--- src/logic/eeprom_pkg.sv ---
package eeprom_pkg;

    // host address, 2 Kbyte part
    localparam int addr_w = 11;

    // upper nibble of every select byte
    localparam logic [3:0] dev_type_code = 4'b1010;

    typedef enum logic [1:0] {
        op_start,
        op_stop,
        op_write_byte,
        op_read_byte
    } bit_op_e;

    // one command to the bit engine, go is a single-cycle strobe
    typedef struct packed {
        logic       go;
        bit_op_e    op;
        logic [7:0] wr_byte;
        logic       last;      // nack after a read byte
    } bit_cmd_t;

    typedef struct packed {
        logic       done;
        logic       slave_ack; // ack bit seen low
        logic [7:0] rd_byte;
    } bit_rsp_t;

    typedef struct packed {
        logic [3:0] dev_type;
        logic [2:0] block;     // addr[10:8]
        logic       rw;        // 1 = read
    } dev_select_t;

    // select byte, built by fields, shifted as raw
    typedef union packed {
        dev_select_t fields;
        logic [7:0]  raw;
    } dev_select_u;

endpackage

--- src/logic/eeprom_wr_ctrl.sv ---
`timescale 1ns/1ps

module eeprom_wr_ctrl import eeprom_pkg::*; #(
    parameter logic [3:0] dev_type = dev_type_code
) (
    input  logic              CLK,
    input  logic              RESET,
    input  logic              wr,
    input  logic              rd,
    input  logic [addr_w-1:0] addr,
    input  logic [7:0]        data_in,
    input  bit_rsp_t          rsp,
    output bit_cmd_t          cmd,
    output logic [7:0]        data_out,
    output logic              data_oe,
    output logic              ack,
    output logic              nack
);

    localparam logic [9:0] st_idle    = 10'b00_0000_0001;
    localparam logic [9:0] st_start   = 10'b00_0000_0010;
    localparam logic [9:0] st_sel_wr  = 10'b00_0000_0100;
    localparam logic [9:0] st_addr    = 10'b00_0000_1000;
    localparam logic [9:0] st_data_wr = 10'b00_0001_0000;
    localparam logic [9:0] st_restart = 10'b00_0010_0000;
    localparam logic [9:0] st_sel_rd  = 10'b00_0100_0000;
    localparam logic [9:0] st_read    = 10'b00_1000_0000;
    localparam logic [9:0] st_stop    = 10'b01_0000_0000;
    localparam logic [9:0] st_done    = 10'b10_0000_0000;

    logic [9:0]        state;
    logic [9:0]        next_state;
    logic              cmd_go;
    logic              err;       // some slave ack was missing

    logic [addr_w-1:0] addr_q;
    logic [7:0]        wdata_q;
    logic              is_rd;
    logic [7:0]        rd_q;

    dev_select_u       sel;
    bit_op_e           nxt_op;
    logic [7:0]        nxt_byte;
    logic              nxt_last;
    logic              byte_out_st;
    logic              stop_done;

    // go in the done cycle, so the next bit follows without an idle scl pulse
    assign cmd_go      = (next_state != state) && (next_state != st_done) &&
                         (next_state != st_idle);
    assign cmd         = '{go: cmd_go, op: nxt_op, wr_byte: nxt_byte, last: nxt_last};
    assign data_out    = rd_q;
    assign stop_done   = (state == st_stop) && rsp.done;
    assign byte_out_st = (state == st_sel_wr) || (state == st_addr) ||
                         (state == st_data_wr) || (state == st_sel_rd);

    always_comb begin
        next_state = state;
        case (state)
            st_idle:    if (wr || rd) next_state = st_start;
            st_start:   if (rsp.done) next_state = st_sel_wr;
            st_sel_wr:  if (rsp.done) next_state = rsp.slave_ack ? st_addr : st_stop;
            st_addr: begin
                if (rsp.done) begin
                    if (!rsp.slave_ack)
                        next_state = st_stop;      // skip the rest
                    else
                        next_state = is_rd ? st_restart : st_data_wr;
                end
            end
            st_data_wr: if (rsp.done) next_state = st_stop;
            st_restart: if (rsp.done) next_state = st_sel_rd;
            st_sel_rd:  if (rsp.done) next_state = rsp.slave_ack ? st_read : st_stop;
            st_read:    if (rsp.done) next_state = st_stop;
            st_stop:    if (rsp.done) next_state = st_done;
            st_done:    if (!wr && !rd) next_state = st_idle;
            default:    next_state = st_idle;
        endcase
    end

    // command for the state being entered
    always_comb begin
        sel.fields.dev_type = dev_type;
        sel.fields.block    = addr_q[addr_w-1:8];
        sel.fields.rw       = (next_state == st_sel_rd);
        nxt_op   = op_start;
        nxt_byte = 8'h00;
        nxt_last = 1'b0;
        case (next_state)
            st_sel_wr, st_sel_rd: begin
                nxt_op   = op_write_byte;
                nxt_byte = sel.raw;
            end
            st_addr: begin
                nxt_op   = op_write_byte;
                nxt_byte = addr_q[7:0];
            end
            st_data_wr: begin
                nxt_op   = op_write_byte;
                nxt_byte = wdata_q;
            end
            st_read: begin
                nxt_op   = op_read_byte;
                nxt_last = 1'b1;                  // single byte, nack it
            end
            st_stop: nxt_op = op_stop;
            default: nxt_op = op_start;           // start and restart
        endcase
    end

    always_ff @(posedge CLK) begin
        if (RESET) begin
            state   <= st_idle;
            err     <= 1'b0;
            ack     <= 1'b0;
            nack    <= 1'b0;
            data_oe <= 1'b0;
        end else begin
            state <= next_state;
            ack   <= stop_done;
            nack  <= stop_done && err;
            if (state == st_idle)
                err <= 1'b0;
            else if (byte_out_st && rsp.done && !rsp.slave_ack)
                err <= 1'b1;
            if (stop_done && is_rd)
                data_oe <= 1'b1;
            else if (!rd)
                data_oe <= 1'b0;
        end
    end

    always_ff @(posedge CLK) begin
        if (state == st_idle && (wr || rd)) begin
            addr_q <= addr;
            is_rd  <= !wr;                        // wr wins
            if (wr)
                wdata_q <= data_in;
        end
        if (state == st_read && rsp.done)
            rd_q <= rsp.rd_byte;
    end

endmodule

--- config.mk ---
export PLATFORM = sky130hd
export DESIGN_NAME = eeprom_wr_ctrl
export DESIGN_NICKNAME = d
export VERILOG_FILES = /design/src/logic/eeprom_pkg.sv /design/src/logic/eeprom_wr_ctrl.sv
export SDC_FILE = /design/constraint.sdc
export NUM_CORES = 1
export LEC_CHECK = 0
export ABC_AREA = 1
export BUFFER_PORTS_ARGS = -buffer_cell sky130_fd_sc_hd__buf_2
export CORE_UTILIZATION = 40
export CTS_BUF_LIST = sky130_fd_sc_hd__clkbuf_8
export DETAILED_ROUTE_END_ITERATION = 10
export GPL_TIMING_DRIVEN = 0
export PLACE_DENSITY_LB_ADDON = 0.3
export SLEW_MARGIN = 20
export SYNTH_ARGS = -nofsm -noshare
export SYNTH_HDL_FRONTEND = slang
export SYNTH_SLANG_ARGS = --single-unit
export TNS_END_PERCENT = 30
--- constraint.sdc ---
create_clock -name CLK -period 2.8 [get_ports CLK]
set_input_delay 0.14 -clock CLK [delete_from_list [all_inputs] [get_ports CLK]]
set_output_delay 0.14 -clock CLK [all_outputs]
set_load 0.03 [all_outputs]
==> impl_metrics.toml, run 1 <==
[cells_and_area]
drive_above_1_share_pct = 31.0
diodes = 0
utilization_pct = 50.9
layout_common_cells = "56 x buf_2, 51 x nand2_1, 42 x inv_1, 33 x nor2_1, 28 x edfxtp_1"
synthToLayoutAreaGrowth_pct = 22.5
layout_commonest_cell = "buf_2"
nets = 374

[logic_synthesis]
synth-xor-area-share_pct = 0
synth_top_family_by_area = "simple AND/OR/NAND/NOR gates"
ys_ff_latch = 42
synthAdderAreaFrac_pct = 0
syn_area_per_cell_um2 = 8.44
synthArstFlopShare_pct = 0
synth_compound_area_share_pct = 10.8
synth_simple_gate_area_share_pct = 32.2
synth-edff-count = 28
ys.flop_type = "edfxtp_1"
ys_warn_count = 0
syn_inst = 273
syn_nets = 306
synthesis.area_um2 = 2300
ys_types = 37
synth.area.top_cells = "edfxtp_1 37%, dfxtp_1 12%, nand2_1 8.3%"
synth_top_area_share_pct = 36.5
synthMuxAreaShare_pct = 0
yosysTopAreaCell = "edfxtp_1"
seq_area_frac_synth_pct = 48.7

[power]
peakVddDrop_mv = 0.275
power_density_nw_per_um2 = 461
total_leakage_power_nw = 1.35

[sta]
fin_crit_ns = 2.57
rsz0062_at_grt = "no"
slew_violations = 0
min_period_over_period_pct = 91.8
setup_viol_count_final = 0
slew_headroom_pct = 54.2
final_hold_viol_count = 0
worst_pin_slew_ns = 0.685
finalSetupTns_ns = 0
max_freq_mhz = 389
finalClockSkew_ns = 0.00349

[outcome]
outcome = "complete, no violations"

[clocking]
cts_tree = "yes"
clk_root_buffer_cell = "clkbuf_8"
clk_latency_ns = 0.29
cts_inserted_buffers = 5
htree_levels = 2
cts.sinks = 42
cts_buffer_depth = 2
cts_setup_buffers = 0
path_clk_slew_ns = 0.08

[floorplan]
pin_count = 56
initial_core_util_pct = 41.6
die-area_um2 = 6070
row_count = 27
die_w_um = 77.9
die-height_um = 77.9
core_area_um2 = 5540

[setup_path]
crit_path_max_fanout = 14
end_kind = "output pin"
worstPathArrival_ns = 2.43
crit_required_ns = 2.66
startpoint_type = "flop"
crit_type = "reg -> out"

[detailed_routing]
routed_wirelength_mm = 5.39
via_count = 2029
ant_nets = 0
post-route-drc-count = 0
post_drt_wl_per_cell_um = 13.0
viasPerCell = 4.90
drt_pre_antenna_iters = 5
drt_iter0_markers = 141

[worst_hold_path]
hold_class = "in -> reg"

[global_routing]
grt_max_degree = 15
antenna_found_initial = 0
grt_use_total_pct = 18.7
grt_pass1_vias = 1892
grt_first_pass_wirelength_mm = 8.76
gr-total-overflow = 0

[placement]
io_buffers = 55
place.gp.congestion = 0.955
place_hpwl_mm = 4.08

[job]
drv_cap = 0
through the flow:
step	instance area, µm²	hold WS [ns]	setup slack (ns)	power [W]	std cells
global placement	2670	0.316	-0.0435	0.000921	400
finish	2820	0.0174	0.230	0.00130	414
floorplan	2300	0.224	0.641	0.000862	273
CTS	2760	0.00660	0.208	0.00131	408
global route	2820	0.000541	0.00817	0.00137	414
detailed placement	2670	0.318	-0.0894	0.000925	400
per-layer routing:
metal | GRT usage, % | wire [µm]
met1 | 22.9 | 2400
met2 | 31.9 | 2660
met3 | 3.76 | 241
met4 | 8.30 | 99
met5 | 0 | 0
area by class of cell:
cell class                 instances  area (µm²)
buffer                             5        27.5
clock buffer                       5        68.8
clock inverter                     3        16.3
fill                             554        2720
inverter                          44         165
multi-input combinational        182         997
sequential                        42        1120
tap                               72        90.1
timing repair buffer              61         335
final timing paths:
path / depth (start not counted) / slack (ns) / to / from
setup / recovery: 13 / 0.23 / cmd[11] / state[8]
hold / removal: 1 / 0.02 / addr_q[1] / addr[1]
setup reg to reg: 5 / 0.86 / wdata_q[6] / state[8]
hold reg to reg: 1 / 0.49 / nack / err
state kept, by name, summed over array words and instances (netlist names):
| signal | cells |
|---|---|
| addr_q | 11 |
| state | 10 |
| data_out | 8 |
| wdata_q | 8 |
| ack | 1 |
| data_oe | 1 |
| err | 1 |
| is_rd | 1 |
| nack | 1 |
critical path, cell delays in order, from the launching register on:
cell	delay, ns
dfxtp_1	0.38
nor2_2	0.23
nand2_1	0.13
inv_1	0.11
nand2_1	0.16
nor2_4	0.38
inv_1	0.15
nand3_1	0.11
inv_1	0.04
nand4_1	0.09
nand2_1	0.06
inv_1	0.05
buf_4	0.09
buf_2	0.18
report_power, final:
group / leakage, nW / switching, W / total [W] / internal (W)
clock network: 0.0474 / 0.000209 / 0.000382 / 0.000173
logic: 0.926 / 0.000127 / 0.000196 / 0.0000699
registers: 0.377 / 0.0000161 / 0.000722 / 0.000706
cells by family (layout without fill, tap and decap cells):
| group | Yosys count | after routing |
|---|---|---|
| AO/OA/AOI/OAI | 36 | 36 |
| buffers and inverters | 49 | 118 |
| flip-flops | 42 | 42 |
| AND/OR/NAND/NOR | 146 | 146 |
what timing repair did:
action / 4_1_cts / 5_1_grt
gates resized for setup: 2 / 1
hold buffers: 0 / 6
endpoints found under the setup margin: 1 / 1
endpoints found under the hold margin: 0 / 6
Yosys cell counts, types with 3 or more instances:
cell type,count
nand2_1,51
inv_1,41
o211ai_1,6
nand4_1,11
nand2_2,13
nor2_1,34
dfxtp_1,14
edfxtp_1,28
nor2_4,4
nand3_1,13
o21ai_1,3
o21ai_0,7
nor2_2,9
a21oi_1,8
Note: power is estimated with default switching activity, not from simulation.
==> run 2: changes to the inputs <==
Settings changed: CAP_MARGIN set to 20, REMOVE_ABC_BUFFERS set to 1.
==> impl_metrics.toml, run 2 (synthesis gave the netlist of run 1 again) <==
[global_routing]
grt_max_degree = 15
grt_first_pass_wirelength_mm = 8.59
gr-total-overflow = 0
grt_pass1_vias = 1894
grt_use_met3_pct = 3.88
use_met1_pct = 23.2
globalRouteMet2Util_pct = 31.3
grt.busiest_layer = "met2"
grt_use_total_pct = 18.3
antenna_found_initial = 0

[cells_and_area]
layout_commonest_cell = "buf_2"
regMostFlops = "addr_q"
nets = 364
synthToLayoutAreaGrowth_pct = 19.3
top_regs = "addr_q (11), state (10)"
diodes = 0
layout_common_cells = "55 x buf_2, 51 x nand2_1, 42 x inv_1, 33 x nor2_1, 28 x edfxtp_1"
largest_reg_flops = 11
fillers = 568
drive_above_1_share_pct = 30.7
stdcell_count = 404

[clocking]
path_clk_slew_ns = 0.08
cts_buffer_depth = 2
clk_root_buffer_cell = "clkbuf_8"
htree_levels = 2
cts_tree = "yes"
cts_inserted_buffers = 5
cts.sinks = 42
clk_latency_ns = 0.30
cts_setup_buffers = 0

[setup_path]
worstPathArrival_ns = 2.42
crit_required_ns = 2.66
crit_path_max_fanout = 7
cp.buffers_inverters = 4
end_kind = "output pin"
crit_type = "reg -> out"
r2r_start = "state[8]"
slowest_delay_ns = 0.37
worstPathCellList = "nor2_2 -> nand2_1 -> inv_1 -> nand3_1 -> o21ai_1 -> inv_1 -> o211ai_2 -> nand2_1 -> nor2_1 -> nand4_1 -> nand2_1 -> inv_1 -> buf_2"
startpoint_type = "flop"
worstSetupStartpoint = "state[0]"
cpMaxStageDelayCell = "dfxtp_1"
path_delay_family = "simple AND/OR/NAND/NOR gates"

[worst_hold_path]
hold_class = "in -> reg"
hp-start = "addr[1]"

[floorplan]
initial_core_util_pct = 41.6
die-area_um2 = 6070
pin_count = 56
die-height_um = 77.9
core_area_um2 = 5540
row_count = 27
die_w_um = 77.9

[power]
peakVddDrop_mv = 0.330
finalPower_w = 0.00129
total_leakage_power_nw = 1.32
power_density_nw_per_um2 = 469

[placement]
place_hpwl_mm = 4.03
place.gp.congestion = 0.902
io_buffers = 55
dp_cells = 395

[sta]
slew_violations = 0
rsz0062_at_grt = "no"
min_period_over_period_pct = 91.3
worst_pin_slew_ns = 0.741
slew_headroom_pct = 50.4
finalClockSkew_ns = 0.00840
fin_crit_ns = 2.56
final_hold_viol_count = 0
max_freq_mhz = 391
setup_viol_count_final = 0

[detailed_routing]
viasPerCell = 5.00
drt_iter0_markers = 110
post-route-drc-count = 0
routed_wirelength_mm = 5.21
via_count = 2021
ant_nets = 0
post_drt_wl_per_cell_um = 12.9
drt_pre_antenna_iters = 4

[outcome]
outcome = "complete, no violations"

[job]
drv_cap = 0
==> run 2: cell count changes in the layout (fill, tap and decap cells not counted), sizes merged <==
cell	before	now
dlygate4sd3	6	1
buf	58	55
clkbuf	7	5
==> run 2: stage by stage <==
| step | hold slack [ns] | cell area [µm²] | setup TNS [ns] | util (%) | setup WS [ns] |
|---|---|---|---|---|---|
| after global placement | 0.316 | 2640 | -0.117 | 47.7 | -0.117 |
| after floorplan | 0.209 | 2280 | 0 | - | 0.474 |
| after CTS | 0.0103 | 2730 | 0 | 49.3 | 0.0662 |
| after global routing | 0.0000239 | 2750 | 0 | 49.6 | 0.0264 |
| after detailed placement | 0.318 | 2640 | -0.211 | 47.7 | -0.211 |
| final | 0.0157 | 2750 | 0 | 49.6 | 0.245 |
==> run 2: layer usage <==
layer | vias up | wire, µm
li1 | 1020 | -
met4 | 0 | 58
met3 | 9 | 285
met5 | - | 0
met2 | 77 | 2500
met1 | 915 | 2370
==> run 2: power breakdown <==
group	internal (W)	total [W]	leakage (nW)	switching, W
sequential	0.000706	0.000721	0.377	0.0000149
combinational	0.0000598	0.000186	0.893	0.000126
clock	0.000173	0.000384	0.0474	0.000211
==> run 2: layout make-up <==
class | count | area [µm²] | area share, %
flip-flops and latches | 42 | 1120 | 40.8
multi-input cells | 182 | 1000 | 36.5
repair buffers | 56 | 285 | 10.4
inverters | 44 | 165 | 6.01
well taps | 72 | 90.1 | 3.28
clock buffers | 5 | 68.8 | 2.50
clock inverters | 3 | 16.3 | 0.592
==> run 2: final timing paths <==
kind	end	slack [ns]	cells past startpoint
max	cmd[11]	0.24	13
min reg2reg	nack	0.49	1
max reg2reg	wdata_q[4]	0.76	5
min	addr_q[1]	0.02	1
==> run 2: repair_timing <==
action / CTS / global route
hold endpoints to repair: 0 / 1
resized for setup: 2 / 1
setup endpoints to repair: 1 / 10
hold buffers: 0 / 1
