File: src/logic/eeprom_pkg.sv
package eeprom_pkg;

    // host address, 2 Kbyte part
    localparam int addr_w = 11;

    // upper nibble of every select byte
    localparam logic [3:0] dev_type_code = 4'b1010;

    typedef enum logic [1:0] {
        op_start,
        op_stop,
        op_write_byte,
        op_read_byte
    } bit_op_e;

    // one command to the bit engine, go is a single-cycle strobe
    typedef struct packed {
        logic       go;
        bit_op_e    op;
        logic [7:0] wr_byte;
        logic       last;      // nack after a read byte
    } bit_cmd_t;

    typedef struct packed {
        logic       done;
        logic       slave_ack; // ack bit seen low
        logic [7:0] rd_byte;
    } bit_rsp_t;

    typedef struct packed {
        logic [3:0] dev_type;
        logic [2:0] block;     // addr[10:8]
        logic       rw;        // 1 = read
    } dev_select_t;

    // select byte, built by fields, shifted as raw
    typedef union packed {
        dev_select_t fields;
        logic [7:0]  raw;
    } dev_select_u;

endpackage

File: src/logic/eeprom_bit_engine.sv
`timescale 1ns/1ps

module eeprom_bit_engine import eeprom_pkg::*; (
    input  logic     CLK,
    input  logic     RESET,
    input  bit_cmd_t cmd,
    input  logic     sda_in,
    output bit_rsp_t rsp,
    output logic     scl,
    output logic     sda_out,
    output logic     sda_oe
);

    logic       busy;
    logic       started;   // first low-phase step taken
    logic [3:0] bit_cnt;   // 0..7 data, 8 = ack slot
    logic       done_q;

    bit_op_e    op_q;
    logic       last_q;
    logic [7:0] tx_sh;
    logic [7:0] rx_sh;
    logic       ack_q;

    bit_op_e    op_cur;
    logic       last_cur;
    logic [7:0] tx_cur;
    logic       low_step;
    logic       high_step;
    logic       ack_bit;
    logic       finish;

    // a go seen while scl is low starts the first step at once
    assign op_cur    = busy ? op_q : cmd.op;
    assign last_cur  = busy ? last_q : cmd.last;
    assign tx_cur    = busy ? tx_sh : cmd.wr_byte;
    assign low_step  = (busy | cmd.go) & ~scl;
    assign high_step = busy & started & scl;
    assign ack_bit   = (bit_cnt == 4'd8);

    always_comb begin
        finish = 1'b0;
        if (high_step) begin
            case (op_q)
                op_start, op_stop: finish = 1'b1;
                default:           finish = ack_bit;
            endcase
        end
    end

    assign rsp = '{done: done_q, slave_ack: ack_q, rd_byte: rx_sh};

    // bus clock is CLK/2, toggled on the falling edge so sda moves mid-phase
    always_ff @(negedge CLK) begin
        if (RESET)
            scl <= 1'b0;
        else
            scl <= ~scl;
    end

    always_ff @(posedge CLK) begin
        if (RESET) begin
            busy    <= 1'b0;
            started <= 1'b0;
            bit_cnt <= 4'd0;
            done_q  <= 1'b0;
            sda_out <= 1'b1;
            sda_oe  <= 1'b0;
        end else begin
            done_q <= finish;
            if (cmd.go && !busy) begin
                busy    <= 1'b1;
                started <= 1'b0;
            end
            if (low_step) begin
                started <= 1'b1;
                case (op_cur)
                    op_start: begin
                        sda_out <= 1'b1;
                        sda_oe  <= 1'b1;
                    end
                    op_stop: begin
                        sda_out <= 1'b0;
                        sda_oe  <= 1'b1;
                    end
                    op_write_byte: begin
                        if (ack_bit) begin
                            sda_oe <= 1'b0;        // let the slave answer
                        end else begin
                            sda_out <= tx_cur[7];
                            sda_oe  <= 1'b1;
                        end
                    end
                    default: begin
                        if (ack_bit) begin
                            sda_out <= last_cur;   // 1 = nack
                            sda_oe  <= 1'b1;
                        end else begin
                            sda_oe <= 1'b0;
                        end
                    end
                endcase
            end else if (high_step) begin
                case (op_q)
                    op_start: sda_out <= 1'b0;     // start, sda falls with scl high
                    op_stop: begin
                        sda_out <= 1'b1;
                        sda_oe  <= 1'b0;           // pull-up takes it high
                    end
                    default: begin
                        if (!ack_bit)
                            bit_cnt <= bit_cnt + 4'd1;
                    end
                endcase
                if (finish) begin
                    busy    <= 1'b0;
                    started <= 1'b0;
                    bit_cnt <= 4'd0;
                end
            end
        end
    end

    // shift registers and latched command
    always_ff @(posedge CLK) begin
        if (cmd.go && !busy) begin
            op_q   <= cmd.op;
            last_q <= cmd.last;
            tx_sh  <= cmd.wr_byte;
        end
        if (low_step && op_cur == op_write_byte && !ack_bit)
            tx_sh <= {tx_cur[6:0], 1'b0};  // msb first
        if (high_step && op_q == op_read_byte && !ack_bit)
            rx_sh <= {rx_sh[6:0], sda_in};
        if (high_step && op_q == op_write_byte && ack_bit)
            ack_q <= ~sda_in;
    end

endmodule

File: config.mk
export PLATFORM = sky130hd
export DESIGN_NAME = eeprom_bit_engine
export DESIGN_NICKNAME = d
export VERILOG_FILES = /design/src/logic/eeprom_pkg.sv /design/src/logic/eeprom_bit_engine.sv
export SDC_FILE = /design/constraint.sdc
export NUM_CORES = 1
export LEC_CHECK = 0
export BUFFER_PORTS_ARGS = -buffer_cell sky130_fd_sc_hd__buf_4
export CORE_UTILIZATION = 45
export CTS_BUF_LIST = sky130_fd_sc_hd__clkbuf_16
export CTS_CLUSTER_DIAMETER = 50
export DETAILED_ROUTE_END_ITERATION = 6
export GPL_ROUTABILITY_DRIVEN = 0
export PLACE_DENSITY_LB_ADDON = 0.1
export SLEW_MARGIN = 25
export SYNTH_ARGS = -nofsm -noshare
export SYNTH_HDL_FRONTEND = slang
export SYNTH_SLANG_ARGS = --single-unit
File: constraint.sdc
create_clock -name CLK -period 5.9 [get_ports CLK]
set_clock_uncertainty 0.1 [all_clocks]
set_input_delay 0.885 -clock CLK [delete_from_list [all_inputs] [get_ports CLK]]
set_output_delay 0.885 -clock CLK [all_outputs]
set_load 0.01 [all_outputs]
==> run metrics, run 1 <==
GRT met3 Usage=6.70%; Worst R2R Setup Slack=0.97 ns; Initial DRC Count=29; Post-Layout Cell Count=193; Detail Route Antenna Nets=0; Post-Synthesis Cell Area=1420 um2; initial antenna violation count=0; arrival time at the worst endpoint=4.77 ns; mux cell area share after synthesis=11.3%; CTS tree=yes; nets=165; synthesized area per cell=11.8 um2; internal power=0.412 mW; Synth warnings=0; Adder-Cell Fraction of Synth Area=1.76%; outcome=finished clean; Clock Tree Buf Depth=2; antenna diode count=0; Setup crit end kind=register; fillers=268; num ports=28; crit start category=register; layout cells sized above 1=27.5%; Sw Share=21.2%; FF+latch count, synth=30; row cnt=20; Floorplan Core Area=3030 um2; Power Dens Cells=295 nW/um2; highest cell delay on the worst timing path=0.56 ns; # resized after CTS=0; met2 Use GR=28.2%; IO buf count=27; WP data required=5.74 ns; Skew-Pair Late Insertion Delay=0.33 ns; asr flop ratio synth=0%; Setup violations, final=0; slowest CP cell=and3b_1; leakage=0.694 nW; DRT Pass-1 Iters=4; Clock Tree Root=clkbuf_16; Hold Path Stages=0; clk slew on worst S/H paths=0.05 ns; die span in y=58.2 um; first-pass GRT wire length=4250 um; Synth Area in Simple Gates=15.8%; WHS Endpoint=rx_sh[4]$_DFFE_PP_; worst-path fanout max=9; via count=982; Most Crowded Layer GR=met2; clk sink count=30; R2R Path Start=scl$_SDFF_NP0_; vias in the first global route=943; sequential area share after synthesis=55.7%; die area=3380 um2; Slew headroom=40.5%; R2R cell count=3; Synth Area in Compound Gates=8.46%; Max Cap Viol=0; CTS Buf Count=5; Max IR drop VDD=0.000162 V; CTS Hold Bufs=0; GRT met1 Usage=20.3%; gr ovfl total=0; clock power share=44.4%; H-tree depth=2; largest net degree at the start of global routing=20; RSZ-0062 raised after global routing=no; synthesized instance count=120; routed len/inst=12.7 um; sequential share of power=46.6%; Sum Neg Setup Slack=0 ns; synth unique cells=39; starting density of the core=46.9%; via-per-instance ratio=5.09; largest family of logic cells by synthesized area=simple AND/OR/NAND/NOR gates; dpl cells=185; worst r2r dst=tx_sh[7]$_DFFE_PP_; Detailed Place HPWL=1780 um; Hold Crit Start=rx_sh[3]$_DFFE_PP_; most used flip-flop cell after synthesis=edfxtp_1; Worst Hold Class=register to register; part of the power in combinational logic=9.1%; NetSw=0.111 mW; Post-route DRC=0; area growth from synthesis to layout=25.0%; die width=58.2 um; Detailed Route WL=2450 um; Crit Path Class=register to register; Post-Synth XOR/XNOR Area=1.85%; crit-path cells=o21bai_2 -> and3b_1 -> or2_1; syn nets=137; Least-Margin Pin Slew=0.890 ns; final hold viol count=0; Tot GR Track Use=17.6%; Post-synth EDFFs=19; Final Max Tran Viols=0; Post-CTS Setup Repair Bufs=0
[worst max-delay path by stage]
| stage | slack [ns] | startpoint | end |
|---|---|---|---|
| floorplan | 1.09 | scl$_SDFF_NP0_ | rx_sh[0]$_DFFE_PP_ |
| global placement | 1.05 | scl$_SDFF_NP0_ | tx_sh[5]$_DFFE_PP_ |
| detailed placement | 1.01 | scl$_SDFF_NP0_ | tx_sh[6]$_DFFE_PP_ |
| CTS | 0.95 | scl$_SDFF_NP0_ | tx_sh[3]$_DFFE_PP_ |
| global route | 0.83 | scl$_SDFF_NP0_ | tx_sh[3]$_DFFE_PP_ |
| finish | 0.97 | scl$_SDFF_NP0_ | tx_sh[7]$_DFFE_PP_ |
[power by group through the flow]
stage | clock (mW) | sequential, mW | combinational (mW)
floorplan | 0.00212 | 0.244 | 0.0329
global placement | 0.00212 | 0.247 | 0.0464
detailed placement | 0.00212 | 0.248 | 0.0478
CTS | 0.239 | 0.244 | 0.0480
global route | 0.247 | 0.246 | 0.0534
finish | 0.232 | 0.244 | 0.0474
[worst max-delay path: cells and delay by family (launching register included)]
kind / cells / cell delay [ns]
AND/OR/NAND/NOR: 2 / 0.90
flip-flops: 1 / 0.33
AO/OA/AOI/OAI: 1 / 0.25
[kinds of logic after synthesis]
kind of cell / count (synthesis)
AO/OA/AOI/OAI: 14
XOR/XNOR: 3
adder cells (fa/ha/maj): 2
buffers and inverters: 14
flip-flops: 30
multiplexers: 16
AND/OR/NAND/NOR: 41
[stage by stage]
stage / util [%] / power, mW / area (um2) / worst slack (ns) / hold slack [ns]
2_1_floorplan: - / 0.279 / 1420 / 1.09 / 0.360
3_3_place_gp: 54.1 / 0.296 / 1640 / 1.05 / 0.328
3_5_place_dp: 54.1 / 0.298 / 1640 / 1.01 / 0.336
4_1_cts: 58.6 / 0.531 / 1780 / 0.950 / 0.348
5_1_grt: 58.6 / 0.546 / 1780 / 0.825 / 0.370
6_report: 58.6 / 0.524 / 1780 / 0.971 / 0.344
[cell usage in the layout (no fill, tap or decap), types with 2 or more instances in the layout]
cell	instances
a21oi_1	3
buf_4	28
clkbuf_16	5
dfxtp_1	11
edfxtp_1	19
ha_1	2
inv_1	7
mux2i_1	16
nand2_1	12
nand3_1	2
nor2_1	11
nor2b_1	2
nor3_1	2
nor3b_1	2
or2_1	2
xor2_1	2
[Yosys cell counts, drive strengths merged, types with 2 or more instances]
| master | instances | area share, % |
|---|---|---|
| a21oi | 4 | 1.7 |
| a2bb2oi | 2 | 1.7 |
| buf | 6 | 3.1 |
| dfxtp | 11 | 16 |
| edfxtp | 19 | 40 |
| ha | 2 | 1.8 |
| inv | 7 | 1.8 |
| mux2i | 16 | 11 |
| nand2 | 12 | 3.2 |
| nand3 | 2 | 0.70 |
| nand3b | 2 | 1.9 |
| nor2 | 11 | 2.9 |
| nor2b | 2 | 0.88 |
| nor3 | 2 | 0.70 |
| nor3b | 2 | 1.1 |
| or2 | 2 | 0.88 |
| xor2 | 2 | 1.2 |
[layer usage]
metal	routed length (um)	share of wire (%)
met1	1120	46
met4	61	2.5
met2	1140	46
met3	134	5.5
met5	0	0
[registers in the layout, indices dropped and copies added, names as in the netlist]
signal and cells:
rx_sh 8, tx_sh 8, bit_cnt 4, op_q 2
ack_q 1, busy 1, done_q 1, last_q 1
scl 1, sda_oe 1, sda_out 1, started 1
[final cells by class]
type	count	area (um2)	area share [%]
tap	44	55.1	3.10
multi-input combinational	76	556	31.3
inverter	6	22.5	1.27
sequential	30	791	44.5
clock inverter	4	16.3	0.916
clock buffer	5	125	7.05
timing repair buffer	28	210	11.8
No activity file was read; power rests on OpenSTA's default activity.
==> inputs of run 2 (changes only) <==
--- a/config.mk
+++ b/config.mk
@@ -5,6 +5,7 @@
 export SDC_FILE = /design/constraint.sdc
 export NUM_CORES = 1
 export LEC_CHECK = 0
+export ABC_AREA = 1
 export BUFFER_PORTS_ARGS = -buffer_cell sky130_fd_sc_hd__buf_4
 export CORE_UTILIZATION = 45
 export CTS_BUF_LIST = sky130_fd_sc_hd__clkbuf_16
==> constraint.sdc (replaced) <==
create_clock -name CLK -period 5 [get_ports CLK]
set_clock_uncertainty 0.1 [all_clocks]
set_input_delay 0.75 -clock CLK [delete_from_list [all_inputs] [get_ports CLK]]
set_output_delay 0.75 -clock CLK [all_outputs]
set_load 0.01 [all_outputs]
==> run metrics, run 2 <==
outcome=finished clean; Setup crit end kind=register; Tot GR Track Use=16.6% (-1.0 points); synthesized area per cell=10.0 um2 (-15%); synthesized instance count=146 (+22%); largest net degree at the start of global routing=17 (-15%); Max IR drop VDD=0.000238 V (+47%); FF+latch count, synth=30 (unchanged); starting density of the core=47.6% (+0.74 points); routed len/inst=11.4 um (-9.9%); most used flip-flop cell after synthesis=edfxtp_1; Synth warnings=0 (unchanged); via-per-instance ratio=4.82 (-5.2%); Post-synth EDFFs=19 (unchanged); CTS Hold Bufs=0 (unchanged); Crit. Startpoint=scl$_SDFF_NP0_; leakage=0.778 nW (+12%); Detailed Route WL=2530 um (+3.1%); Power Dens Cells=352 nW/um2 (+19%); Hold Path Stages=0 (unchanged); gr ovfl total=0 (unchanged); clock power share=44.2% (-0.2 points); layout cells sized above 1=29.4% (+1.9 points); Sw Share=23.5% (+2.3 points); die width=59.1 um (+1.6%); fillers=283 (+5.6%); Least-Margin Pin Slew=1.00 ns (+0.110 ns); syn nets=163 (+19%); Synth area leaders=edfxtp_1, dfxtp_1, nand2_1; via count=1,066 (+8.6%); asr flop ratio synth=0% (unchanged); Skew-Pair Late Insertion Delay=0.34 ns (about the same); internal power=0.490 mW (+19%); Sum Neg Setup Slack=0 ns (unchanged); Post-CTS Setup Repair Bufs=0 (unchanged); row cnt=20 (unchanged); antenna diode count=0 (unchanged); commonest cells after routing, fill and taps aside=nand2_1, buf_4, edfxtp_1; most common cell in the netlist=nand2_1; Slew headroom=33.2% (-7.3 points); CTS tree=yes; Detail Route Antenna Nets=0 (unchanged); vias in the first global route=936 (-0.74%); Clock Tree Root=clkbuf_16; die span in y=59.1 um (+1.6%); # resized after CTS=0 (unchanged); end-of-flow core utilization=59.1% (+0.51 points); Post-Synthesis Cell Area=1470 um2 (+3.3%); R2R Path Start=scl$_SDFF_NP0_; Commonest cells post-synth=nand2_1, edfxtp_1, inv_1, nand3_1, dfxtp_1; Setup violations, final=0 (unchanged); clk sink count=30 (unchanged); Post-route DRC=0 (unchanged); Hold Crit Start=rx_sh[5]$_DFFE_PP_; Clock Tree Buf Depth=2 (unchanged); Floorplan Core Area=3080 um2 (+1.7%); Detailed Place HPWL=1860 um (+4.9%); RSZ-0062 raised after global routing=no; area growth from synthesis to layout=24.1%; num ports=28 (unchanged); Regs by FF count=rx_sh x8, tx_sh x8, bit_cnt x4; sequential share of power=45.2% (-1.4 points); DRT Pass-1 Iters=4 (unchanged); Synth area leader=edfxtp_1; synth unique cells=30 (-23%); first-pass GRT wire length=4180 um (-1.6%); Worst Hold Class=register to register; WP data required=4.89 ns (-0.85 ns); part of the power in combinational logic=10.5% (+1.4 points); H-tree depth=2 (unchanged); Final Max Tran Viols=0 (unchanged); NetSw=0.151 mW (+36%); Crit Path Class=register to register; die area=3490 um2 (+3.2%); CTS Buf Count=5 (unchanged); final hold viol count=0 (unchanged); top-area cell type share of the netlist area=38.9% (-1.3 points); R2R cell count=3 (unchanged); IO buf count=27 (unchanged); clk slew on worst S/H paths=0.05 ns (about the same); Initial DRC Count=35 (+21%); crit start category=register; initial antenna violation count=0 (unchanged); sequential area share after synthesis=53.9% (-1.8 points); nets=193 (+17%); arrival time at the worst endpoint=4.16 ns (-0.61 ns); worst-path fanout max=8 (-1); Max Cap Viol=0 (unchanged)
==> run 2: changes by cell type after synthesis, sizes merged, moves of 2 or more <==
cell	delta
nor3b	-2
nand2	+21
a2bb2oi	-2
inv	+11
a21oi	+2
o21ai	+13
nor2b	-2
nand3	+13
mux2i	-10
nand3b	-2
==> run 2: worst paths after layout <==
check                             to  slack, ns
hold / removal    rx_sh[6]$_DFFE_PP_       0.35
setup reg to reg  rx_sh[2]$_DFFE_PP_       0.73
setup / recovery  rx_sh[2]$_DFFE_PP_       0.73
hold reg to reg   rx_sh[6]$_DFFE_PP_       0.35
==> run 2: cells by family (layout without fill, tap and decap cells) <==
family	Yosys count	count (layout)	share of synthesized area, %
AO/OA/AOI/OAI	21	21	8.96
XOR/XNOR	2	2	1.19
adder cells (fa/ha/maj)	2	2	1.71
buffers and inverters	23	54	8.53
flip-flops	30	30	53.9
multiplexers	6	6	4.10
AND/OR/NAND/NOR	62	62	21.6
==> run 2: final cells by class <==
class / count / area, um2 / share of cell area, %
flip-flops and latches: 30 / 791 / 43.4
multi-input cells: 93 / 551 / 30.2
clock buffers: 5 / 125 / 6.87
inverters: 17 / 68.8 / 3.78
clock inverters: 4 / 20.0 / 1.10
repair buffers: 28 / 210 / 11.5
well taps: 44 / 55.1 / 3.02
==> run 2: critical path, stage by stage (launching register included) <==
cell and delay [ns]:
dfxtp_1 0.38, nand3_2 0.18, nor3_1 0.52, buf_4 0.24
==> run 2: power by group through the flow <==
stage               Clock (mW)  Combinational [mW]  Sequential [mW]
global placement       0.00250              0.0670            0.294
finish                   0.284              0.0676            0.290
global route             0.299              0.0752            0.291
floorplan              0.00250              0.0523            0.289
CTS                      0.292              0.0683            0.290
detailed placement     0.00250              0.0680            0.295
==> run 2: per-stage QoR <==
step	instance area, um2	setup WS [ns]	power [mW]	hold slack, ns	cells
after floorplan	1470	0.794	0.344	0.360	146
after global placement	1680	0.871	0.363	0.337	213
after detailed placement	1680	0.771	0.365	0.340	213
after CTS	1820	0.689	0.651	0.354	221
after global routing	1820	0.533	0.665	0.372	221
final	1820	0.725	0.641	0.348	221
==> run 2: layer usage <==
layer  up-vias  track usage [%]  share of wire, %
met4         0             9.18               1.7
li1        548                -                 -
met1       487             22.2                50
met5         -                0                 0
met3         5             5.68               5.6
met2        26             23.4                43
